File: src/source/video_pkg.sv
`default_nettype none

package video_pkg;

    //////////////////////////////
    // Vector types
    //////////////////////////////

    typedef logic [8:0]  hcount_t;       // Pixel counter, 128..511
    typedef logic [8:0]  vcount_t;       // Line counter, 248..511
    typedef logic [10:0] scroll_addr_t;  // 2K scroll RAM
    typedef logic [7:0]  byte_t;
    typedef logic [15:0] cpu_word_t;     // 68000 data bus
    typedef logic [14:0] cpu_addr_t;     // 68000 word address

    //////////////////////////////
    // Clock enable divider
    //////////////////////////////

    // Six 18M periods span two 6M periods and three 9M periods
    typedef enum logic [2:0] {
        PH0 = 3'd0,
        PH1 = 3'd1,
        PH2 = 3'd2,
        PH3 = 3'd3,
        PH4 = 3'd4,
        PH5 = 3'd5
    } cen_phase_e;

    // Bit positions inside a pattern
    localparam int CEN_9MP = 3;
    localparam int CEN_9MN = 2;
    localparam int CEN_6MP = 1;
    localparam int CEN_6MN = 0;

    // Active low, indexed by the phase held before the load
    localparam logic [3:0] CEN_PATTERN [0:5] = '{
        4'b0110, 4'b1001, 4'b0111, 4'b1010, 4'b0101, 4'b1011
    };

    // Unused upper byte on 8-bit devices
    localparam byte_t CPU_PULLUP = 8'hFF;

endpackage

`default_nettype wire
File: src/source/cen_divider.sv
`timescale 1ns/1ps
`default_nettype none

module cen_divider
(
    input  wire  i_EMU_MCLK,
    input  wire  i_rst_n,
    input  wire  i_emu_clk18mncen_n,  // Low every other MCLK

    output logic o_clk9mpcen_n,
    output logic o_clk9mncen_n,
    output logic o_clk6mpcen_n,
    output logic o_clk6mncen_n,
    output logic o_clk6m               // 6M level for the slot strobes
);

    video_pkg::cen_phase_e phase;
    logic [3:0]            cen_pattern;  // 9MP 9MN 6MP 6MN

    //////////////////////////////
    // Phase counter, mod 6
    //////////////////////////////

    always_ff @(posedge i_EMU_MCLK)
    begin
        if (!i_rst_n)
        begin
            phase       <= video_pkg::PH5;  // First 18M edge wraps to PH0
            cen_pattern <= 4'b1111;         // All enables idle
        end
        else if (!i_emu_clk18mncen_n)
        begin
            case (phase)
                video_pkg::PH0: phase <= video_pkg::PH1;
                video_pkg::PH1: phase <= video_pkg::PH2;
                video_pkg::PH2: phase <= video_pkg::PH3;
                video_pkg::PH3: phase <= video_pkg::PH4;
                video_pkg::PH4: phase <= video_pkg::PH5;
                default:        phase <= video_pkg::PH0;
            endcase

            // Pattern for the phase being left
            cen_pattern <= video_pkg::CEN_PATTERN[phase];
        end
    end

    // Qualified by 18M so each enable lasts one MCLK
    assign o_clk9mpcen_n = cen_pattern[video_pkg::CEN_9MP] | i_emu_clk18mncen_n;
    assign o_clk9mncen_n = cen_pattern[video_pkg::CEN_9MN] | i_emu_clk18mncen_n;
    assign o_clk6mpcen_n = cen_pattern[video_pkg::CEN_6MP] | i_emu_clk18mncen_n;
    assign o_clk6mncen_n = cen_pattern[video_pkg::CEN_6MN] | i_emu_clk18mncen_n;

    assign o_clk6m = cen_pattern[video_pkg::CEN_6MP];  // Low in last third of pixel

endmodule

`default_nettype wire

File: config.mk
export PLATFORM = sky130hd
export DESIGN_NAME = cen_divider
export DESIGN_NICKNAME = d
export VERILOG_FILES = /design/src/source/video_pkg.sv /design/src/source/cen_divider.sv
export SDC_FILE = /design/constraint.sdc
export NUM_CORES = 1
export LEC_CHECK = 0
export ABC_CLOCK_PERIOD_IN_PS = 1900
export BUFFER_PORTS_ARGS = -buffer_cell sky130_fd_sc_hd__clkbuf_2
export CAP_MARGIN = 20
export CORE_AREA = 2 2 39 41
export DETAILED_ROUTE_END_ITERATION = 7
export DIE_AREA = 0 0 41 43
export GPL_ROUTABILITY_DRIVEN = 0
export SETUP_SLACK_MARGIN = 0.3
export SLEW_MARGIN = 20
export SYNTH_ARGS = -nofsm -noshare
export SYNTH_HDL_FRONTEND = slang
export SYNTH_SLANG_ARGS = --single-unit
File: constraint.sdc
create_clock -name i_EMU_MCLK -period 1.9 [get_ports i_EMU_MCLK]
set_input_delay 0.095 -clock i_EMU_MCLK [delete_from_list [all_inputs] [get_ports i_EMU_MCLK]]
set_output_delay 0.095 -clock i_EMU_MCLK [all_outputs]
set_load 0.005 [all_outputs]
======== Word level (Yosys, flattened, before mapping) ========
Memory sizes are Yosys's and may differ from the RTL's. A register that Yosys moved wholly into a read port is not among the register bits.
Cells that the tools add are included.
word-level totals
  register bits after elaboration ......... 3
  ROM bits ................................ 32
  input bits .............................. 3
  output and inout bits ................... 5
  word-level logic and storage cells ...... 15
  memories kept ........................... 1
memories
  name              words  width  rd ports  clocked after memory_dff  write ports  RTL line           text
  (name not given)  8      4      1         1                         0            cen_divider.sv:43  cen_pattern <= video_pkg::CEN_PATTERN[phase];
cells by class
  equality and inequality tests ........... 4
  multiplexer cells ....................... 1
  bitwise gates (word level) .............. 5
  reduce and logical (&&, ||, !) cells .... 3
operators by type and width
  operator                                              number
  case mux 3 bit (5 select lines)                       1
  equality test 3 x 2 -> 1 bit (second input constant)  2
  inverter 3 -> 4 bit                                   1
  bitwise OR 1 bit                                      4
  equality test 3 x 1 -> 1 bit (second input constant)  1
  equality test 3 bit (second input constant)           1
  logical NOT 3 bit                                     1
  logical NOT 1 bit                                     2

======== Longest topological paths before layout ========
  word-level depth ........................ 2
  gate-level depth with buffers ........... 5
  mapped depth without buffers ............ 5

======== Worst setup path after synthesis ========
OpenSTA, ideal clock, no wires.
  kind .................................... reg2reg
  start ................................... reg phase[0]
  end ..................................... reg phase[0]
  library setup time ...................... 123 ps
  arrival time ............................ 986 ps
  data required time ...................... 1777 ps
  setup slack ............................. 791 ps
  stages on the path, launching flop included .. 6
  buffers on the path ..................... 0
  period minus slack after synthesis ...... 1109 ps
  path through ............................ dfxtp_1 -> inv_1 -> ha_1 -> nor2b_1 -> nor3_1 -> o21ai_0
on the way
  longest elaborated chain between the ends .. 2
  elaborated cells on any way between the ends .. 6
  those cells by class .................... eq/ne: 4; mux: 1; reduce/logical: 1
RTL lines
  item                                               RTL line           text
  start, declared                                    cen_divider.sv:17  video_pkg::cen_phase_e phase;
  start signal, assigned                             cen_divider.sv:28  phase <= video_pkg::PH5;
  start signal, assigned                             cen_divider.sv:34  video_pkg::PH0: phase <= video_pkg::PH1;
  start signal, assigned                             cen_divider.sv:35  video_pkg::PH1: phase <= video_pkg::PH2;
  equality test 3 bit, or another cell as far along  cen_divider.sv:33  case (phase)
  case mux 3 bit (5 select lines) *                  cen_divider.sv:33
Mark *: on every way between the ends. The rest lies on a longest branch, timed or not.
A chain may end at the register's enable or synchronous reset.

======== Worst setup path in the final report ========
  start ................................... reg phase[0]
  end ..................................... reg cen_pattern[2]
on the way
  longest elaborated chain between the ends .. 1
RTL lines
  item                                       RTL line           text
  inverter 3 -> 4 bit (implied by the code)  cen_divider.sv:43
  end, declared                              cen_divider.sv:18  logic [3:0] cen_pattern;
No other way between the ends.

==> results by group <==
Status
  • Status: finished clean

Clock network
  • Clk_lat worst skew: 0.25 ns
  • CTS buffer count: 3
  • H-tree depth: 1
  • CTS tree: yes
  • Hold buffer count at cts: 0
  • Root Driver: clkbuf_4
  • CTS max path bufs: 2
  • Post-CTS Setup Bufs: 0
  • Total clock sinks: 7
  • Post-cts resize count: 0
  • Worst-path clk slew: 0.05 ns

Worst setup path
  • Worst Path Class, Setup: flip-flop to flip-flop
  • Req. time, crit path: 2.03 ns
  • Nature of the critical path endpoint: flip-flop
  • Nature of the critical path startpoint: flip-flop
  • Worst r2r path cells: 4
  • Max FO, Critical Path: 6
  • Worst-path cell chain: inv_1 > ha_1 > o31ai_1 > nand3_1
  • CP peak stage delay: 0.43 ns
  • Buffers and inverters on the worst path: 1
  • Arrival @ worst endpoint: 1.39 ns
  • Slowest CP cell: dfxtp_1
  • Top delay family on crit path: flip-flops
  • Critical path depth: 4

Floorplan
  • Die Span Y: 43 um
  • Io pins: 8
  • Die Area: 1760 um2
  • Row count: 14
  • Initial Util: 27.4%
  • Die width: 41 um
  • Core area: 1380 um2

Power and ir drop
  • Sequential Power Share: 48.8%
  • Internal power: 0.258 mW
  • Psw: 0.0874 mW
  • Power per Cell Area: 788 nW/um2
  • Leak: 0.190 nW
  • Portion of total power attributed to the clock network: 38.8%
  • Combinational power share: 12.5%
  • Sw Share: 25.3%
  • Peak supply drop: 267 uV
  • Total Power: 0.345 mW

STA
  • Final worst-path cycle share: 66.5%
  • Setup TNS Final: 0 ns
  • Worst Skew: 0.00269 ns
  • Final setup fails: 0
  • Final WS setup: 0.637 ns
  • Fin. max-slew vios: 0
  • Fmax: 0.792 GHz
  • Headroom to the max-slew limit: 81.8%
  • Worst hold slack: 0.0982 ns
  • Hold Vio Cnt, Final: 0
  • Fin crit period: 1.26 ns
  • Worst slew pin tran: 0.273 ns
  • RSZ-0062 raised after global routing: false

Synthesis
  • Mean area per synthesized cell: 8.62 um2
  • Share of the synthesized area in the top cell type: 37.0%
  • Xor-xnor portion of the synthesized cell area: 0%
  • Mapped cell area: 379 um2
  • Largest family of logic cells by synthesized area: simple AND/OR/NAND/NOR gates
  • Synth Area in Compound Gates: 18.2%
  • Yosys warning count: 0
  • Synth top area cells: dfxtp_1 (37%), ha_1 (13%), or2_1 (6.6%)
  • Synth Register Bits: 7
  • Simple-Gate Fraction of Synth Area: 22.8%
  • Sequential area share after synthesis: 37.0%
  • Multiplexer area fraction after synthesis: 0%
  • Cell variety after synth: 17
  • Area share of fa/ha/maj cells after synthesis: 13.2%
  • Synth Net Count: 51
  • Area leader, netlist: dfxtp_1
  • Synthesized instance count: 44

Global route
  • Initial antenna violation count: 0
  • Number of global-route vias before repair: 265
  • First-pass GRT wire length: 1070 um
  • Pin count of the biggest net entering global routing: 17
  • Total GRT Usage: 9.66%
  • Global route total overflow: 0

Placed design
  • Placed insts: 65
  • IO Port Bufs: 7
  • Pre-CTS setup slack: 0.638 ns
  • DP HPWL: 471 um
  • Total placed instance area: 412 um2

Worst hold path
  • Worst Hold Depth: 2
  • Hold WC Path Type: primary input to flip-flop

Layout
  • Fill cells: 147
  • Final core occ: 31.6%
  • Finished Cell Area: 438 um2
  • Most frequent cells in the layout: dfxtp_1 (7), clkbuf_2 (7)
  • ANT cells: 0
  • Area Overhead vs Synth: 15.5%
  • Post-route insts no fill: 69
  • Nets@finish: 61
  • Layout cell share with drive strength beyond 1: 22.6%

Route
  • Initial DRT Pass Iterations: 3
  • Detailed-route wire length per cell: 9.13 um
  • Vias per Instance: 4.33
  • Post-Route M1 WL: 296 um
  • Via count: 299
  • Max Used Layer: met4
  • Drt drc: 0
  • Initial DRC count: 2
  • Wirelength, routed: 630 um
  • Antenna-violating nets left: 0
  • Met2 WL: 297 um
  • Met3 wire len: 15 um

Run
  • Max Cap Viol: 0
## worst paths after layout
kind,slack (ns),from,endpoint
hold reg to reg,0.47,cen_pattern[2],cen_pattern[2]
hold / removal,0.1,i_rst_n,cen_pattern[2]
setup reg to reg,0.64,phase[0],cen_pattern[2]
setup / recovery,0.64,phase[0],cen_pattern[2]
## synth_stat cells
cell      count
a21boi_2      1
a21oi_1       3
buf_6         2
dfxtp_1       7
ha_1          4
inv_1         3
nand2_1       3
nand2_2       1
nand3_1       1
nor2_1        4
nor2b_1       1
nor3_1        2
nor3b_1       1
o211ai_1      2
o21ai_0       4
o31ai_1       1
or2_1         4
## cell families after synthesis
family	count (synthesis)
simple gates	17
compound gates	11
flops	7
buf+inv	5
fa+ha+maj	4
## area by class of cell
type	count	area, um2	share of cell area [%]
Multi-Input combinational cell	32	205	46.9
Timing Repair Buffer	7	35.0	8.00
Inverter	3	11.3	2.57
Tap cell	16	20.0	4.57
Sequential cell	7	140	32.0
Clock buffer	4	26.3	6.00
## power groups by stage
stage          registers (mW)  clock network [mW]  logic (mW)
6_report                0.168               0.134      0.0430
5_1_grt                 0.170               0.152      0.0514
4_1_cts                 0.168               0.141      0.0439
3_5_place_dp            0.171                   0      0.0437
3_3_place_gp            0.171                   0      0.0435
2_1_floorplan           0.166                   0      0.0382
## sequential cells by signal, summed over array words and instances, names as in the netlist
signal	flops
phase	3
cen_pattern	4
## layer usage
layer	vias to the layer above	global-route usage, %
met5	-	0
met4	0	12.0
met3	2	1.57
met2	5	13.1
met1	123	10.7
li1	169	-
(Power assumes the default switching activity.)
