==> config.mk <==
export PLATFORM = sky130hd
export DESIGN_NAME = slot_timer
export DESIGN_NICKNAME = d
export VERILOG_FILES = /design/src/source/slot_timer.sv
export SDC_FILE = /design/constraint.sdc
export NUM_CORES = 1
export LEC_CHECK = 0
export ABC_AREA = 1
export BUFFER_PORTS_ARGS = -buffer_cell sky130_fd_sc_hd__buf_2
export CORE_AREA = 4 4 41 43
export DETAILED_ROUTE_END_ITERATION = 16
export DIE_AREA = 0 0 45 47
export GPL_ROUTABILITY_DRIVEN = 0
export SETUP_SLACK_MARGIN = 0.15
export SYNTH_ARGS = -nofsm -noshare
export SYNTH_HDL_FRONTEND = slang
export SYNTH_SLANG_ARGS = --single-unit
==> constraint.sdc <==
create_clock -name i_EMU_MCLK -period 1.3 [get_ports i_EMU_MCLK]
set_input_delay 0.065 -clock i_EMU_MCLK [delete_from_list [all_inputs] [get_ports i_EMU_MCLK]]
set_output_delay 0.065 -clock i_EMU_MCLK [all_outputs]
set_load 0.01 [all_outputs]
==> src/source/slot_timer.sv <==
`timescale 1ns/1ps
`default_nettype none

module slot_timer
(
    input  wire  i_EMU_MCLK,
    input  wire  i_rst_n,
    input  wire  i_emu_clk18mncen_n,
    input  wire  i_clk6mpcen_n,
    input  wire  i_clk6m,      // 6M level, low at end of pixel
    input  wire  i_h1,         // hcount bit 0

    output logic o_time1,      // CPU read latch enable
    output logic o_time2_n,    // RAM write window
    output logic o_champx      // Row/column mux select
);

    logic       h1_dly;        // 1H one pixel late
    logic [3:1] slot_sr;       // QA..QC, QA loaded first

    //////////////////////////////
    // 1H delay flop
    //////////////////////////////

    always_ff @(posedge i_EMU_MCLK)
    begin
        if (!i_rst_n)
            h1_dly <= 1'b0;
        else if (!i_clk6mpcen_n)
            h1_dly <= i_h1;    // High through every even pixel
    end

    //////////////////////////////
    // 18M step shift register
    //////////////////////////////

    always_ff @(posedge i_EMU_MCLK)
    begin
        if (!i_rst_n)
        begin
            slot_sr <= '0;
        end
        else if (!i_emu_clk18mncen_n)
        begin
            slot_sr[3]   <= h1_dly;       // Enters at the top
            slot_sr[2:1] <= slot_sr[3:2];
        end
    end

    // Strobes land in the last 18M period of the CPU pixel
    assign o_time1   = h1_dly & ~i_clk6m;
    assign o_time2_n = ~(h1_dly & slot_sr[2]);
    assign o_champx  = slot_sr[2] | slot_sr[1];

endmodule

`default_nettype wire

== Word-level counts from Yosys, hierarchy flattened ==
Cells that the tools add are included.
W data, S select, Z words.

* Register bits after elaboration: 4
* Input port bits: 6
* Output and inout bits: 3
* Logic and storage cells: 7

* Bitwise logic cells: 5

{| class="wikitable"
|+ Operators by type and width
! kind !! count
|-
| $and A1 B1 Y1 || 2
|-
| $not A1 Y1 || 2
|-
| $or A1 B1 Y1 || 1
|}

== Longest topological paths before layout ==
Gate-level depths: netlist of run 1.

* Depth in word-level cells: 2
* Depth in mapped cells: 4

== Least setup slack after synthesis of run 1 ==
OpenSTA, ideal clock, no wires.

* Kind: reg2out
* Start: reg h1_dly
* End: out o_time1
* Arrival time: 0.533 ns
* Data required time: 1.235 ns
* Setup slack: 0.702 ns
* Cell stages (with the launch flop): 3
* Path buffers: 0
* Path through: dfxtp_1 inv_2 nor2_1

* Longest elaborated chain between the ends: 1

{| class="wikitable"
|+ Ends and longest elaborated chain
! element !! line !! text
|-
| start: declaration || 18 || <nowiki>logic h1_dly;</nowiki>
|-
| start signal: assignment || 30 || <nowiki>h1_dly <= i_h1;</nowiki>
|-
| $and A1 B1 Y1 || 51 || <nowiki>assign o_time1 = h1_dly & ~i_clk6m;</nowiki>
|-
| end: declaration || 13 || <nowiki>output logic o_time1,</nowiki>
|}

No other way between the ends.

== Worst setup path after layout of run 1 ==
Same ends and word-level chain as after synthesis.

==> reports/qor.txt, run 1 <==
Unique cell type count in the Yosys netlist = 6
Crit-path cells = inv_2 -> nor2_1 -> buf_2
DRT Pass-1 Iters = 2
Synth Area per Inst = 6.35 um2
Nets = 46
Die Wd = 45 um
Peak supply drop = 400 uV
Synth top area cells = dfxtp_1 47%, nand2_1 22%, nor2_1 15%, nor2_2 7.3%, inv_1 6.6%
Hold_buf cts = 0
Switching share of power = 22.5%
DRC = 0
Resize count post-CTS = 0
Final setup fails = 0
Post-route ant nets = 0
Final cycle utilization of the critical path = 70.0%
Synth cell count leaders = 10 x nand2_1, 7 x nor2_1, 4 x dfxtp_1, 3 x inv_1, 2 x nor2_2
Int Pwr = 253 uW
Tmin final = 909 ps
CP endpoint kind = output pin
Top-area cell type share of the netlist area = 46.7%
Via count = 172
Crit start category = flip-flop
Num rows = 13
Final Hold Viols = 0
Placed Instances = 50
Core area = 1300 um2
Routed wire length = 349 um
Largest net degree at the start of global routing = 7
Non-filler cells, final = 53
Total gr overflow = 0
Crit path max fanout = 3
Cell taking the most area after synthesis = dfxtp_1
Initial antenna violation count = 0
Cts bufs inserted = 3
Area growth, synth to finish = 47.4%
GR Util All Layers = 4.51%
Fill count = 163
Die area = 2120 um2
Crit path largest cell delay = 360 ps
CTS clk-pin slew, worst paths = 40 ps
Syn. warnings = 0
Top-count cell post-synth = nand2_1
Root buf cell = clkbuf_4
Setup TNS = 0 ps
Outcome = finished clean
Worst path slowest cell = dfxtp_1
Unrepaired setup endpoints after global routing = false
Seq pwr share = 41.8%
Post-synth EDFFs = 0
Synth Register Bits = 4
Seq/Total Area, Yosys = 46.7%
FMAX = 1.10 GHz
Clock latency at the later pin of the worst-skew pair = 230 ps
Routed vias/inst = 3.25
PwrDens = 1290 nW/um2
Least-Margin Pin Slew = 129 ps
Clock sinks = 4
WP data arrival = 840 ps
Post-Syn Instances = 27
Placement Cell Area = 230 um2
Crit path max-delay family = flip-flops
CTS H-tree depth = 1
Setup Buffers After CTS = 0
CP Buf/Inv Count = 2
Setup ws final = 391 ps
Synthesized area = 171 um2
Fin util = 19.4%
Skew final = 0.484 ps
Bufs on Longest Clock Path = 2
N_diodes = 0
Asr flop ratio synth = 0%
Post-Syn Nets = 33
DR iter-0 viols = 3
Lkg Pwr = 0.136 nW
WP data required = 1240 ps
Ys flop type = dfxtp_1
Slew Viols, Final = 0
Die Y = 47 um
Vias in the first global route = 169
Share of layout cells above drive strength 1 = 36.8%
Rel. slew slack = 91.4%
Clock power share = 45.5%
HP Class = primary input to flip-flop
Wire per inst = 6.58 um
Finished Cell Area = 253 um2
Comb power frac = 12.7%
Initial core utilization = 13.2%
Net switching power = 73.6 uW
Max-cap violations = 0
Post-Place Setup Slack = 619 ps
Buffers on Ports = 8
CP Class = flip-flop to output pin
I/O pins = 9
TritonCTS clock tree = done
First-pass GRT wire length = 586 um
[cells by family (layout without fill, tap and decap cells)]
group | count (synthesis) | count (layout) | share of synthesized area [%]
flip-flops | 4 | 4 | 46.7
buffers and inverters | 4 | 15 | 8.76
AND/OR/NAND/NOR | 19 | 19 | 44.5
[routing by layer]
metal  share of wire, %  GRT usage, %
met1                 51          3.64
met2                 35          5.65
met3                 14          5.75
met4                  0          3.51
met5                  0             0
[area by class of cell]
class | instances | area [um2] | area share, %
multi-input combinational | 19 | 76.3 | 30.2
timing repair buffer | 8 | 40.0 | 15.8
sequential | 4 | 80.1 | 31.7
inverter | 4 | 15.0 | 5.94
clock buffer | 3 | 22.5 | 8.91
tap | 15 | 18.8 | 7.43
[flip-flops by register name (all words and copies together) (netlist names)]
signal / flops
h1_dly: 1
slot_sr: 3
[stage by stage]
step	hold WS (ps)	total power [mW]
finish	62.6	0.327
global route	63.5	0.355
CTS	51.5	0.340
detailed placement	297	0.181
global placement	294	0.180
floorplan	178	0.162
[worst reg2reg max path, stage by stage (launching register included)]
cell	delay, ps
dfxtp_1	360
inv_2	50
nand2_1	50
nand2_1	50
nor2_2	60
[worst paths after layout]
| path | from | to | slack [ps] | cells after the start |
|---|---|---|---|---|
| min reg2reg | slot_sr[3]$_SDFFE_PN0N_ | slot_sr[2]$_SDFFE_PN0N_ | 480 | 2 |
| max | h1_dly$_SDFFE_PN0N_ | o_time1 | 390 | 3 |
| max reg2reg | h1_dly$_SDFFE_PN0N_ | h1_dly$_SDFFE_PN0N_ | 670 | 4 |
| min | i_h1 | h1_dly$_SDFFE_PN0N_ | 60 | 3 |
[cell usage in the layout, fill, tap and decap left out]
cell / count
buf_2: 8
inv_1: 3
inv_2: 1
nor2_1: 7
nand2_1: 10
nor2_2: 2
clkbuf_4: 3
dfxtp_1: 4
[power by group through the flow]
stage | logic [mW] | registers (mW) | clock network [mW]
floorplan | 0.0243 | 0.137 | 0
global placement | 0.0418 | 0.138 | 0
detailed placement | 0.0423 | 0.138 | 0
CTS | 0.0423 | 0.137 | 0.161
global route | 0.0491 | 0.138 | 0.169
finish | 0.0417 | 0.137 | 0.149
(Power assumes the default switching activity.)
==> run 2, diff against run 1 <==
Clock period 1.3 ns to 0.9 ns, I/O delays scaled along.
==> run 2 against run 1 <==
Final cell count unchanged; sequential cell count unchanged; core utilization rose by 0.19 points; final area is 0.99% higher; via count increased by 8.1%; power rose by 48%; routed wire length increased by 5.2%; worst setup slack got worse by 340 ps; register-to-register slack worse by 380 ps; global-route usage increased by 0.79 points; clock-buffer cell count is the same; combinational power up 45%.
==> reports/qor.txt, run 2 (synthesized netlist as in run 1, its figures left out) <==
Die area = 2120 um2
CP startpoint = h1_dly$_SDFFE_PN0N_
Final setup fails = 0
Worst path slowest cell = dfxtp_2
Routed vias/inst = 3.51
R2r setup slk = 290 ps
Bufs on Longest Clock Path = 2
Cts bufs inserted = 3
PwrDens = 1900 nW/um2
Clock sinks = 4
Vias in the first global route = 178
Final cycle utilization of the critical path = 94.7%
Worst r2r path cells = 4
Top Registers = slot_sr x3, h1_dly x1
Slew Viols, Final = 0
Critical Path Sink = o_time1
DP HPWL = 281 um
Crit path max fanout = 3
GR Util All Layers = 5.30%
Non-filler cells, final = 53
Via count = 186
Crit Reg-Reg Endpoint = h1_dly$_SDFFE_PN0N_
N_diodes = 0
DRT Pass-1 Iters = 2
Rel. slew slack = 92.4%
Wire per inst = 6.92 um
FMAX = 1.17 GHz
Unrepaired setup endpoints after global routing = true
Multi-input logic area = 76.3 um2
Placed Instances = 50
Buffers on Ports = 8
Skew final = 2.15 ps
Die Y = 47 um
Total Power = 484 uW
Clock latency at the later pin of the worst-skew pair = 230 ps
Share of layout cells above drive strength 1 = 44.7%
CTS clk-pin slew, worst paths = 40 ps
Commonest non-fill, non-tap cell in the layout = nand2_1
Outcome = finished clean
CP Depth = 3
WP data required = 850 ps
Area growth, synth to finish = 48.9%
Total gr overflow = 0
Nets = 46
Routed wire length = 367 um
Post-Place Setup Slack = 250 ps
Largest register FFs = 3
CP Class = flip-flop to output pin
Final Hold Viols = 0
Crit path max-delay family = flip-flops
Min Hold Slack = 38.9 ps
Num rows = 13
TritonCTS clock tree = done
Post-route ant nets = 0
Least-Margin Pin Slew = 113 ps
CP endpoint kind = output pin
CP Buf/Inv Count = 2
Most flop-heavy register = slot_sr
Fill count = 151
CTS H-tree depth = 1
Core area = 1300 um2
WP data arrival = 810 ps
Worst r2r src = h1_dly$_SDFFE_PN0N_
Initial antenna violation count = 0
Setup ws final = 47.9 ps
Crit path largest cell delay = 340 ps
Initial core utilization = 13.2%
Crit-path cells = inv_2 -> nor2_1 -> buf_2
Largest net degree at the start of global routing = 7
Root buf cell = clkbuf_4
Tmin final = 852 ps
Lkg Pwr = 0.136 nW
Commonest non-fill, non-tap cells in the layout = 10 x nand2_1, 8 x buf_2, 7 x nor2_1, 3 x clkbuf_4
DRC = 0
Peak supply drop = 555 uV
Die Wd = 45 um
Max-cap violations = 0
I/O pins = 9
First-pass GRT wire length = 669 um
HP Class = primary input to flip-flop
Fin util = 19.6%
DR iter-0 viols = 4
Crit start category = flip-flop
FF/Latch Area = 82.6 um2
run 2: cell types whose count changed in the layout (fill, tap and decap cells not counted):
cell,delta
inv_1,-1
dfxtp_1,-2
inv_2,+1
dfxtp_2,+2
run 2: cell type report:
| class | count | share of cell area (%) |
|---|---|---|
| Timing Repair Buffer | 8 | 15.7 |
| Clock buffer | 3 | 8.82 |
| Multi-Input combinational cell | 19 | 29.9 |
| Tap cell | 15 | 7.35 |
| Sequential cell | 4 | 32.4 |
| Inverter | 4 | 5.88 |
run 2: worst register-to-register path: cells and delay by family, from the launching register on:
kind          cells  cell delay (ps)
flops             1              320
buf+inv           1               50
simple gates      3              130
run 2: routing by layer:
layer	global-route usage [%]	wire length (um)
met1	4.10	167
met2	6.78	125
met3	7.28	74
met4	3.51	0
met5	0	0
run 2: repair_timing:
action,in CTS,in global routing
endpoints found under the setup margin,3,3
hold buffers,0,0
gates resized for setup,3,0
buffers inserted,0,0
run 2: power breakdown:
part           leakage [nW]  internal [mW]  switching [mW]
clock                0.0138          0.149          0.0751
sequential           0.0338          0.192         0.00730
combinational        0.0887         0.0272          0.0332
run 2: through the flow:
stage | area (um2) | setup TNS, ps
2_1_floorplan | 171 | 0
4_1_cts | 255 | 0
5_1_grt | 255 | -10.7
3_3_place_gp | 230 | 0
3_5_place_dp | 230 | 0
6_report | 255 | 0
run 2: worst min path at each step:
stage / from / to / slack [ps] / depth (start not counted)
final: i_h1 / h1_dly$_SDFFE_PN0N_ / 40 / 3
after global routing: i_h1 / h1_dly$_SDFFE_PN0N_ / 60 / 3
after CTS: i_h1 / h1_dly$_SDFFE_PN0N_ / 30 / 3
after detailed placement: i_h1 / h1_dly$_SDFFE_PN0N_ / 280 / 3
after global placement: i_h1 / h1_dly$_SDFFE_PN0N_ / 270 / 3
after floorplan: i_clk6m / o_time1 / 140 / 1
