[src/source/video_pkg.sv]
`default_nettype none

package video_pkg;

    //////////////////////////////
    // Vector types
    //////////////////////////////

    typedef logic [8:0]  hcount_t;       // Pixel counter, 128..511
    typedef logic [8:0]  vcount_t;       // Line counter, 248..511
    typedef logic [10:0] scroll_addr_t;  // 2K scroll RAM
    typedef logic [7:0]  byte_t;
    typedef logic [15:0] cpu_word_t;     // 68000 data bus
    typedef logic [14:0] cpu_addr_t;     // 68000 word address

    //////////////////////////////
    // Clock enable divider
    //////////////////////////////

    // Six 18M periods span two 6M periods and three 9M periods
    typedef enum logic [2:0] {
        PH0 = 3'd0,
        PH1 = 3'd1,
        PH2 = 3'd2,
        PH3 = 3'd3,
        PH4 = 3'd4,
        PH5 = 3'd5
    } cen_phase_e;

    // Bit positions inside a pattern
    localparam int CEN_9MP = 3;
    localparam int CEN_9MN = 2;
    localparam int CEN_6MP = 1;
    localparam int CEN_6MN = 0;

    // Active low, indexed by the phase held before the load
    localparam logic [3:0] CEN_PATTERN [0:5] = '{
        4'b0110, 4'b1001, 4'b0111, 4'b1010, 4'b0101, 4'b1011
    };

    // Unused upper byte on 8-bit devices
    localparam byte_t CPU_PULLUP = 8'hFF;

endpackage

`default_nettype wire
[src/source/raster_timer.sv]
`timescale 1ns/1ps
`default_nettype none

module raster_timer
#(
    parameter video_pkg::hcount_t H_FIRST     = 9'd128,
    parameter video_pkg::hcount_t H_LAST      = 9'd511,
    parameter video_pkg::vcount_t V_FIRST     = 9'd248,
    parameter video_pkg::vcount_t V_LAST      = 9'd511,
    parameter video_pkg::hcount_t H_ACT_FIRST = 9'd160,
    parameter video_pkg::hcount_t H_ACT_LAST  = 9'd415,
    parameter video_pkg::vcount_t V_ACT_FIRST = 9'd272,
    parameter video_pkg::vcount_t V_ACT_LAST  = 9'd495,
    parameter video_pkg::vcount_t VSYNC_FIRST = 9'd248,
    parameter video_pkg::vcount_t VSYNC_LAST  = 9'd255
)
(
    input  wire                i_EMU_MCLK,
    input  wire                i_rst_n,
    input  wire                i_clk6mpcen_n,  // Pixel clock enable

    output video_pkg::hcount_t o_hcount,
    output video_pkg::vcount_t o_vcount,
    output logic               o_hblank_n,
    output logic               o_vblank_n,
    output logic               o_vsync_n,
    output logic               o_blk         // High in the visible window
);

    // Levels at the reset position
    localparam logic RST_HACT  = (H_FIRST >= H_ACT_FIRST) && (H_FIRST <= H_ACT_LAST);
    localparam logic RST_VACT  = (V_FIRST >= V_ACT_FIRST) && (V_FIRST <= V_ACT_LAST);
    localparam logic RST_VSYNC = (V_FIRST >= VSYNC_FIRST) && (V_FIRST <= VSYNC_LAST);

    video_pkg::hcount_t hcount_next;
    video_pkg::vcount_t vcount_next;
    logic               line_end;
    logic               hact_next;
    logic               vact_next;
    logic               vsync_next;

    //////////////////////////////
    // Next count
    //////////////////////////////

    assign line_end = (o_hcount == H_LAST);

    always_comb
    begin
        hcount_next = line_end ? H_FIRST : o_hcount + 9'd1;

        if (!line_end)
            vcount_next = o_vcount;          // Hold mid-line
        else if (o_vcount == V_LAST)
            vcount_next = V_FIRST;           // Frame wrap
        else
            vcount_next = o_vcount + 9'd1;
    end

    // Decoded from the next count so levels move with the counters
    assign hact_next  = (hcount_next >= H_ACT_FIRST) && (hcount_next <= H_ACT_LAST);
    assign vact_next  = (vcount_next >= V_ACT_FIRST) && (vcount_next <= V_ACT_LAST);
    assign vsync_next = (vcount_next >= VSYNC_FIRST) && (vcount_next <= VSYNC_LAST);

    //////////////////////////////
    // Counters and levels
    //////////////////////////////

    always_ff @(posedge i_EMU_MCLK)
    begin
        if (!i_rst_n)
        begin
            o_hcount   <= H_FIRST;
            o_vcount   <= V_FIRST;
            o_hblank_n <= RST_HACT;
            o_vblank_n <= RST_VACT;
            o_vsync_n  <= !RST_VSYNC;
            o_blk      <= RST_HACT && RST_VACT;
        end
        else if (!i_clk6mpcen_n)
        begin
            o_hcount   <= hcount_next;
            o_vcount   <= vcount_next;
            o_hblank_n <= hact_next;
            o_vblank_n <= vact_next;
            o_vsync_n  <= !vsync_next;   // Low in sync lines
            o_blk      <= hact_next && vact_next;
        end
    end

endmodule

`default_nettype wire

[config.mk]
export PLATFORM = sky130hd
export DESIGN_NAME = raster_timer
export DESIGN_NICKNAME = d
export VERILOG_FILES = /design/src/source/video_pkg.sv /design/src/source/raster_timer.sv
export SDC_FILE = /design/constraint.sdc
export NUM_CORES = 1
export LEC_CHECK = 0
export BUFFER_PORTS_ARGS = -buffer_cell sky130_fd_sc_hd__buf_2
export CORE_MARGIN = 2
export CORE_UTILIZATION = 29
export DETAILED_ROUTE_END_ITERATION = 7
export HOLD_SLACK_MARGIN = 0.02
export PLACE_DENSITY_LB_ADDON = 0.3
export SLEW_MARGIN = 20
export SYNTH_ARGS = -nofsm -noshare
export SYNTH_HDL_FRONTEND = slang
export SYNTH_SLANG_ARGS = --single-unit
[constraint.sdc]
create_clock -name i_EMU_MCLK -period 2.4 [get_ports i_EMU_MCLK]
set_input_delay 0.48 -clock i_EMU_MCLK [delete_from_list [all_inputs] [get_ports i_EMU_MCLK]]
set_output_delay 0.48 -clock i_EMU_MCLK [all_outputs]
set_load 0.005 [all_outputs]
==> Word-level counts from Yosys, hierarchy flattened <==
Cells that the tools add are included.
{ "classes": {"muxes": 3, "n_reduce_logical": 5, "add_sub_neg": 2, "n_lt_le_gt_ge": 6, "eq_ne": 2} }
{ "op_table": {"columns": ["op", "count"], "rows": [
  ["$mux 9", 3],
  ["$add 9x1->9 const B", 2],
  ["$eq 9x9->1 const B", 2],
  ["$ge 9x8->1 const B", 2],
  ["$le 9x9->1 const B", 2],
  ["$ge 9x9->1 const B", 1],
  ["$le 9x8->1 const B", 1],
  ["$logic_and 1x1->1", 4],
  ["$logic_not 1->1", 1]
]} }
{ "totals": {"wordCells": 24, "output_inout_bits": 22, "register_bits": 22, "inputBits": 3} }

==> Depth between registers and ports, before layout <==
{ "depth": {"word_depth": 6, "ltp_mapped": 11, "ltp_nobuf": 11} }

==> Least setup slack after synthesis <==
Ideal clock, no wire load.
{ "synth_path": {"kind": "flip-flop to flip-flop", "start": "reg o_hcount[0]", "end": "reg o_blk", "n_path_buf": 0, "arrival_time_ns": 2.574, "path_stages_with_launch": 12, "synth_period_minus_slack_ns": 2.690, "path_slack_ns": -0.290, "required_time_ns": 2.285, "setup_time_ns": 0.115, "path_cell_list": "dfxtp_1 > ha_1 > nand3_1 > nor2_1 > and3_1 > ha_1 > nand4_4 > or3_1 > and3_4 > a211o_1 > and3_4 > a31o_1"} }
{ "synth_between": {"elab_chain_len": 5, "elab_cells_between_ends": 11, "classes_between": "add/sub: 1; order compare: 4; eq/ne: 1; mux: 2; reduce/logical: 3"} }
{ "synth_lines": {"columns": ["element", "line_no", "source"], "rows": [
  ["from (decl)", "raster_timer.sv:22", "output video_pkg::hcount_t o_hcount,"],
  ["from (signal assigned)", "raster_timer.sv:82", "o_hcount <= hcount_next;"],
  ["$add 9x1->9 / $eq 9x9->1 (equally long branches)", "raster_timer.sv:50, raster_timer.sv:46", null],
  ["$mux 9, on equally long branches", "raster_timer.sv:50, raster_timer.sv:52", null],
  ["$ge 9x8->1 (tied with other cells)", "raster_timer.sv:61", "assign hact_next = (hcount_next >= H_ACT_FIRST) && (hcount_next <= H_ACT_LAST);"],
  ["$logic_and 1x1->1, on equally long branches", "raster_timer.sv:61, raster_timer.sv:62", null],
  ["$logic_and 1x1->1 (*)", "raster_timer.sv:87", "o_blk <= hact_next && vact_next;"],
  ["to (signal assigned)", "raster_timer.sv:78", "o_blk <= RST_HACT && RST_VACT;"],
  ["to (signal assigned)", "raster_timer.sv:87", null],
  ["to (decl)", "raster_timer.sv:27", "output logic o_blk"]
]} }
Mark *: on every way between the ends. The rest lies on a longest branch, timed or not.
A chain may end at the register's enable or synchronous reset.

==> Worst setup path in the final report <==
{ "layout_path": {"start": "reg o_hcount[1]", "end": "reg o_blk"} }
Same word-level chain as after synthesis.

==> flow_summary_export.csv <==
group,metric,value,unit
worst_setup_path,worst-setup-path-type,"reg -> reg",
routing,via_per_inst,5.05,
grt,grtUsageTotal,0.144,
logic_synthesis,yosys-top-cells-count,"22 x dfxtp_1, 16 x nand2_1, 15 x o21ai_0, 12 x nor2_1, 10 x a21oi_1",
cells_and_area,num_antenna_cells,0,
routing,drc,0,
logic_synthesis,synth_area,1350,µm²
min_path,hold_depth,3,
cts,htree_levels,1,
die,dieArea,5200,µm²
cells_and_area,layoutNonFillerInstCount,261,
worst_setup_path,cp-end-kind,"flip-flop",
power,vdd_ir_drop_max,0.000207,V
cells_and_area,nNetsFinal,218,
logic_synthesis,syn_inst,168,
worst_setup_path,critPathMaxFanout,5,
power,p_leak,0.789,nW
sta,drv_slew,0,
die,coreArea,4410,µm²
logic_synthesis,ys_warn_count,0,
min_path,hold_class,"reg -> reg",
logic_synthesis,async_flop_share,0,
power,finalPower,0.000682,W
routing,met2_length,1440,µm
worst_setup_path,r2r_slack,0.05,ns
worst_setup_path,r2r_end,"o_blk",
sta,tns,0,ns
cells_and_area,n_fill_cell,461,
sta,final_hold_viol_count,0,
outcome,status,"finished clean",
cts,cts_sinks,22,
logic_synthesis,synth-seq-cells,22,
logic_synthesis,syn_nets,176,
placed_design,dp_cells,256,
logic_synthesis,seq_area_frac_synth,0.327,
die,dieHeight,72.1,µm
grt,grt_pass1_wl,6040,µm
sta,fin_crit_sh,0.980,
logic_synthesis,ys.flop_type,"dfxtp_1",
routing,dr_total_vias,1319,
logic_synthesis,syn_avg_cell_area,8.01,µm²
logic_synthesis,synth_area_leaders,"dfxtp_1 33%, o21ai_0 5.6%, ha_1 4.6%, nand2_1 4.5%, a21oi_1 3.7%",
cells_and_area,layout-drive-gt1-share,0.311,
grt,antenna_found_initial,0,
die,fp-row-count,24,
cts,hold_buffers,0,
power,power_density,388,nW/µm²
routing,postRouteAntennaNets,0,
die,fp.dieW,72.1,µm
min_path,hold_path_end,"o_vcount[6]",
worst_setup_path,rr_worst_depth,11,
routing,drt-initial-drc-count,55,
routing,top_layer_used,"met4",
grt,grt.overflow.total,0,
worst_setup_path,critPathArrivalTime,2.52,ns
sta,tightest_slew,0.399,ns
grt,grt_max_degree,24,
placed_design,dp_hpwl,2490,µm
sta,rsz0062_at_grt,"yes",
cts,clk_latency,0.26,ns
grt,grt_pass1_vias,1274,
placed_design,gp_congestion,0.886,
cts,clock_path_buffers,2,
logic_synthesis,yosysMostFrequentCell,"dfxtp_1",
logic_synthesis,ys_types,43,
cells_and_area,syn_to_final_growth,30.6,%
cells_and_area,fin_util,0.398,
cts,cts_inserted_buffers,3,
routing,detail_route.wl_per_cell,13.3,µm
logic_synthesis,synth_edf_count,0,
routing,dr_wl_met3,95,µm
sta,finalCriticalPeriod,2.35,ns
cts,cts_tree,"built",
logic_synthesis,synth_top_area_share,0.327,
sta,finalSetupViolations,0,
worst_setup_path,critPathLaunchType,"flip-flop",
cts,root_buffer,"clkbuf_8",
logic_synthesis,post-synth-top-area-cell,"dfxtp_1",
routing,drt_first_pass_iters,4,
flow_run,max-cap-violations,0,
cts,path_clk_slew,0.09,ns
worst_setup_path,reg2reg_from,"o_hcount[1]",
die,start_util,0.305,
sta,slew_headroom,0.734,
sta,fin_worst_skew,0.00442,ns
placed_design,port_buffers,24,
sta,max_freq,425,MHz
worst_setup_path,cp.required,2.56,ns
die,ios,25,
routing,finalWirelength,3480,µm
routing,met1_length,1910,µm
min_path,holdCritStartpoint,"o_vcount[6]",
-- cell families (layout without fill, tap and decap cells) --
group,Yosys count,after routing,synth area share
AOI/OAI and AO/OA,45,45,0.209
xor gates and xnor gates,5,5,0.0325
adders and majority gates,5,5,0.0465
buffers and inverters,15,56,0.0437
DFF,22,22,0.327
muxes,4,4,0.0297
and+or+nand+nor,72,72,0.311
-- layout make-up --
cell class              count  area (µm²)  area share
clock buffers               4        45.0      0.0256
inverters                   4        15.0     0.00854
multi-input cells         131         885       0.503
flip-flops and latches     22         448       0.255
well taps                  52        65.1      0.0370
repair buffers             48         300       0.171
-- metal layers --
layer	vias to the layer above	track usage
li1	694	-
met1	607	0.213
met2	16	0.217
met3	2	0.0194
met4	0	0.0398
met5	-	0
-- report_power, final --
group | internal, W | total (W) | switching (W) | leakage [nW]
clock | 0.000119 | 0.000248 | 0.000130 | 0.0228
sequential | 0.000370 | 0.000373 | 0.00000369 | 0.180
combinational | 0.0000256 | 0.0000604 | 0.0000348 | 0.587
total | 0.000514 | 0.000682 | 0.000168 | 0.789
-- flip-flops by register name, indices dropped and copies added, names as in the netlist --
| signal | count |
|---|---|
| o_blk | 1 |
| o_hblank_n | 1 |
| o_vsync_n | 1 |
| o_vblank_n | 1 |
| o_hcount | 9 |
| o_vcount | 9 |
-- metrics by stage --
stage                     setup slack (ns)  area (µm²)  hold WS, ns
after CTS                          0.00663        1740        0.570
after detailed placement            0.0187        1690        0.549
after global routing               -0.0585        1760        0.606
after global placement              0.0573        1690        0.546
after floorplan                    -0.0227        1380        0.515
final                               0.0483        1760        0.568
-- what timing repair did --
item / in CTS / in global routing
setup buffers: 0 / 1
setup endpoints to repair: 0 / 3
gates resized for setup: 0 / 4
-- worst max path at each step --
stage | slack (ns) | start | cells past startpoint | to
after global routing | -0.06 | o_hcount[1] | 11 | o_blk
after detailed placement | 0.02 | o_hcount[1] | 11 | o_blk
after CTS | 0.007 | o_hcount[1] | 11 | o_blk
after global placement | 0.06 | o_hcount[1] | 11 | o_blk
final | 0.05 | o_hcount[1] | 11 | o_blk
after floorplan | -0.02 | o_hcount[0] | 11 | o_blk
-- critical path, stage by stage, from the launching register on --
cell and delay, ns:
dfxtp_4 0.36, ha_4 0.13, nand3_2 0.08, nor2_2 0.14, and3_4 0.20, ha_4 0.16
nand4_4 0.10, or3_1 0.32, and3_4 0.17, a211o_1 0.24, and3_4 0.15, a31o_1 0.20
-- cell usage in the layout, fill, tap and decap left out, types with 5 or more instances in the layout --
cell type  netlist  routed
a21oi_1         10      10
and2_1           7       7
buf_2            2      24
buf_4            0      24
dfxtp_1         22      20
nand2_1         16      16
nand3_1          7       6
nor2_1          12      11
nor2b_1          5       5
o21ai_0         15      13
Note: power is estimated with default switching activity, not from simulation.
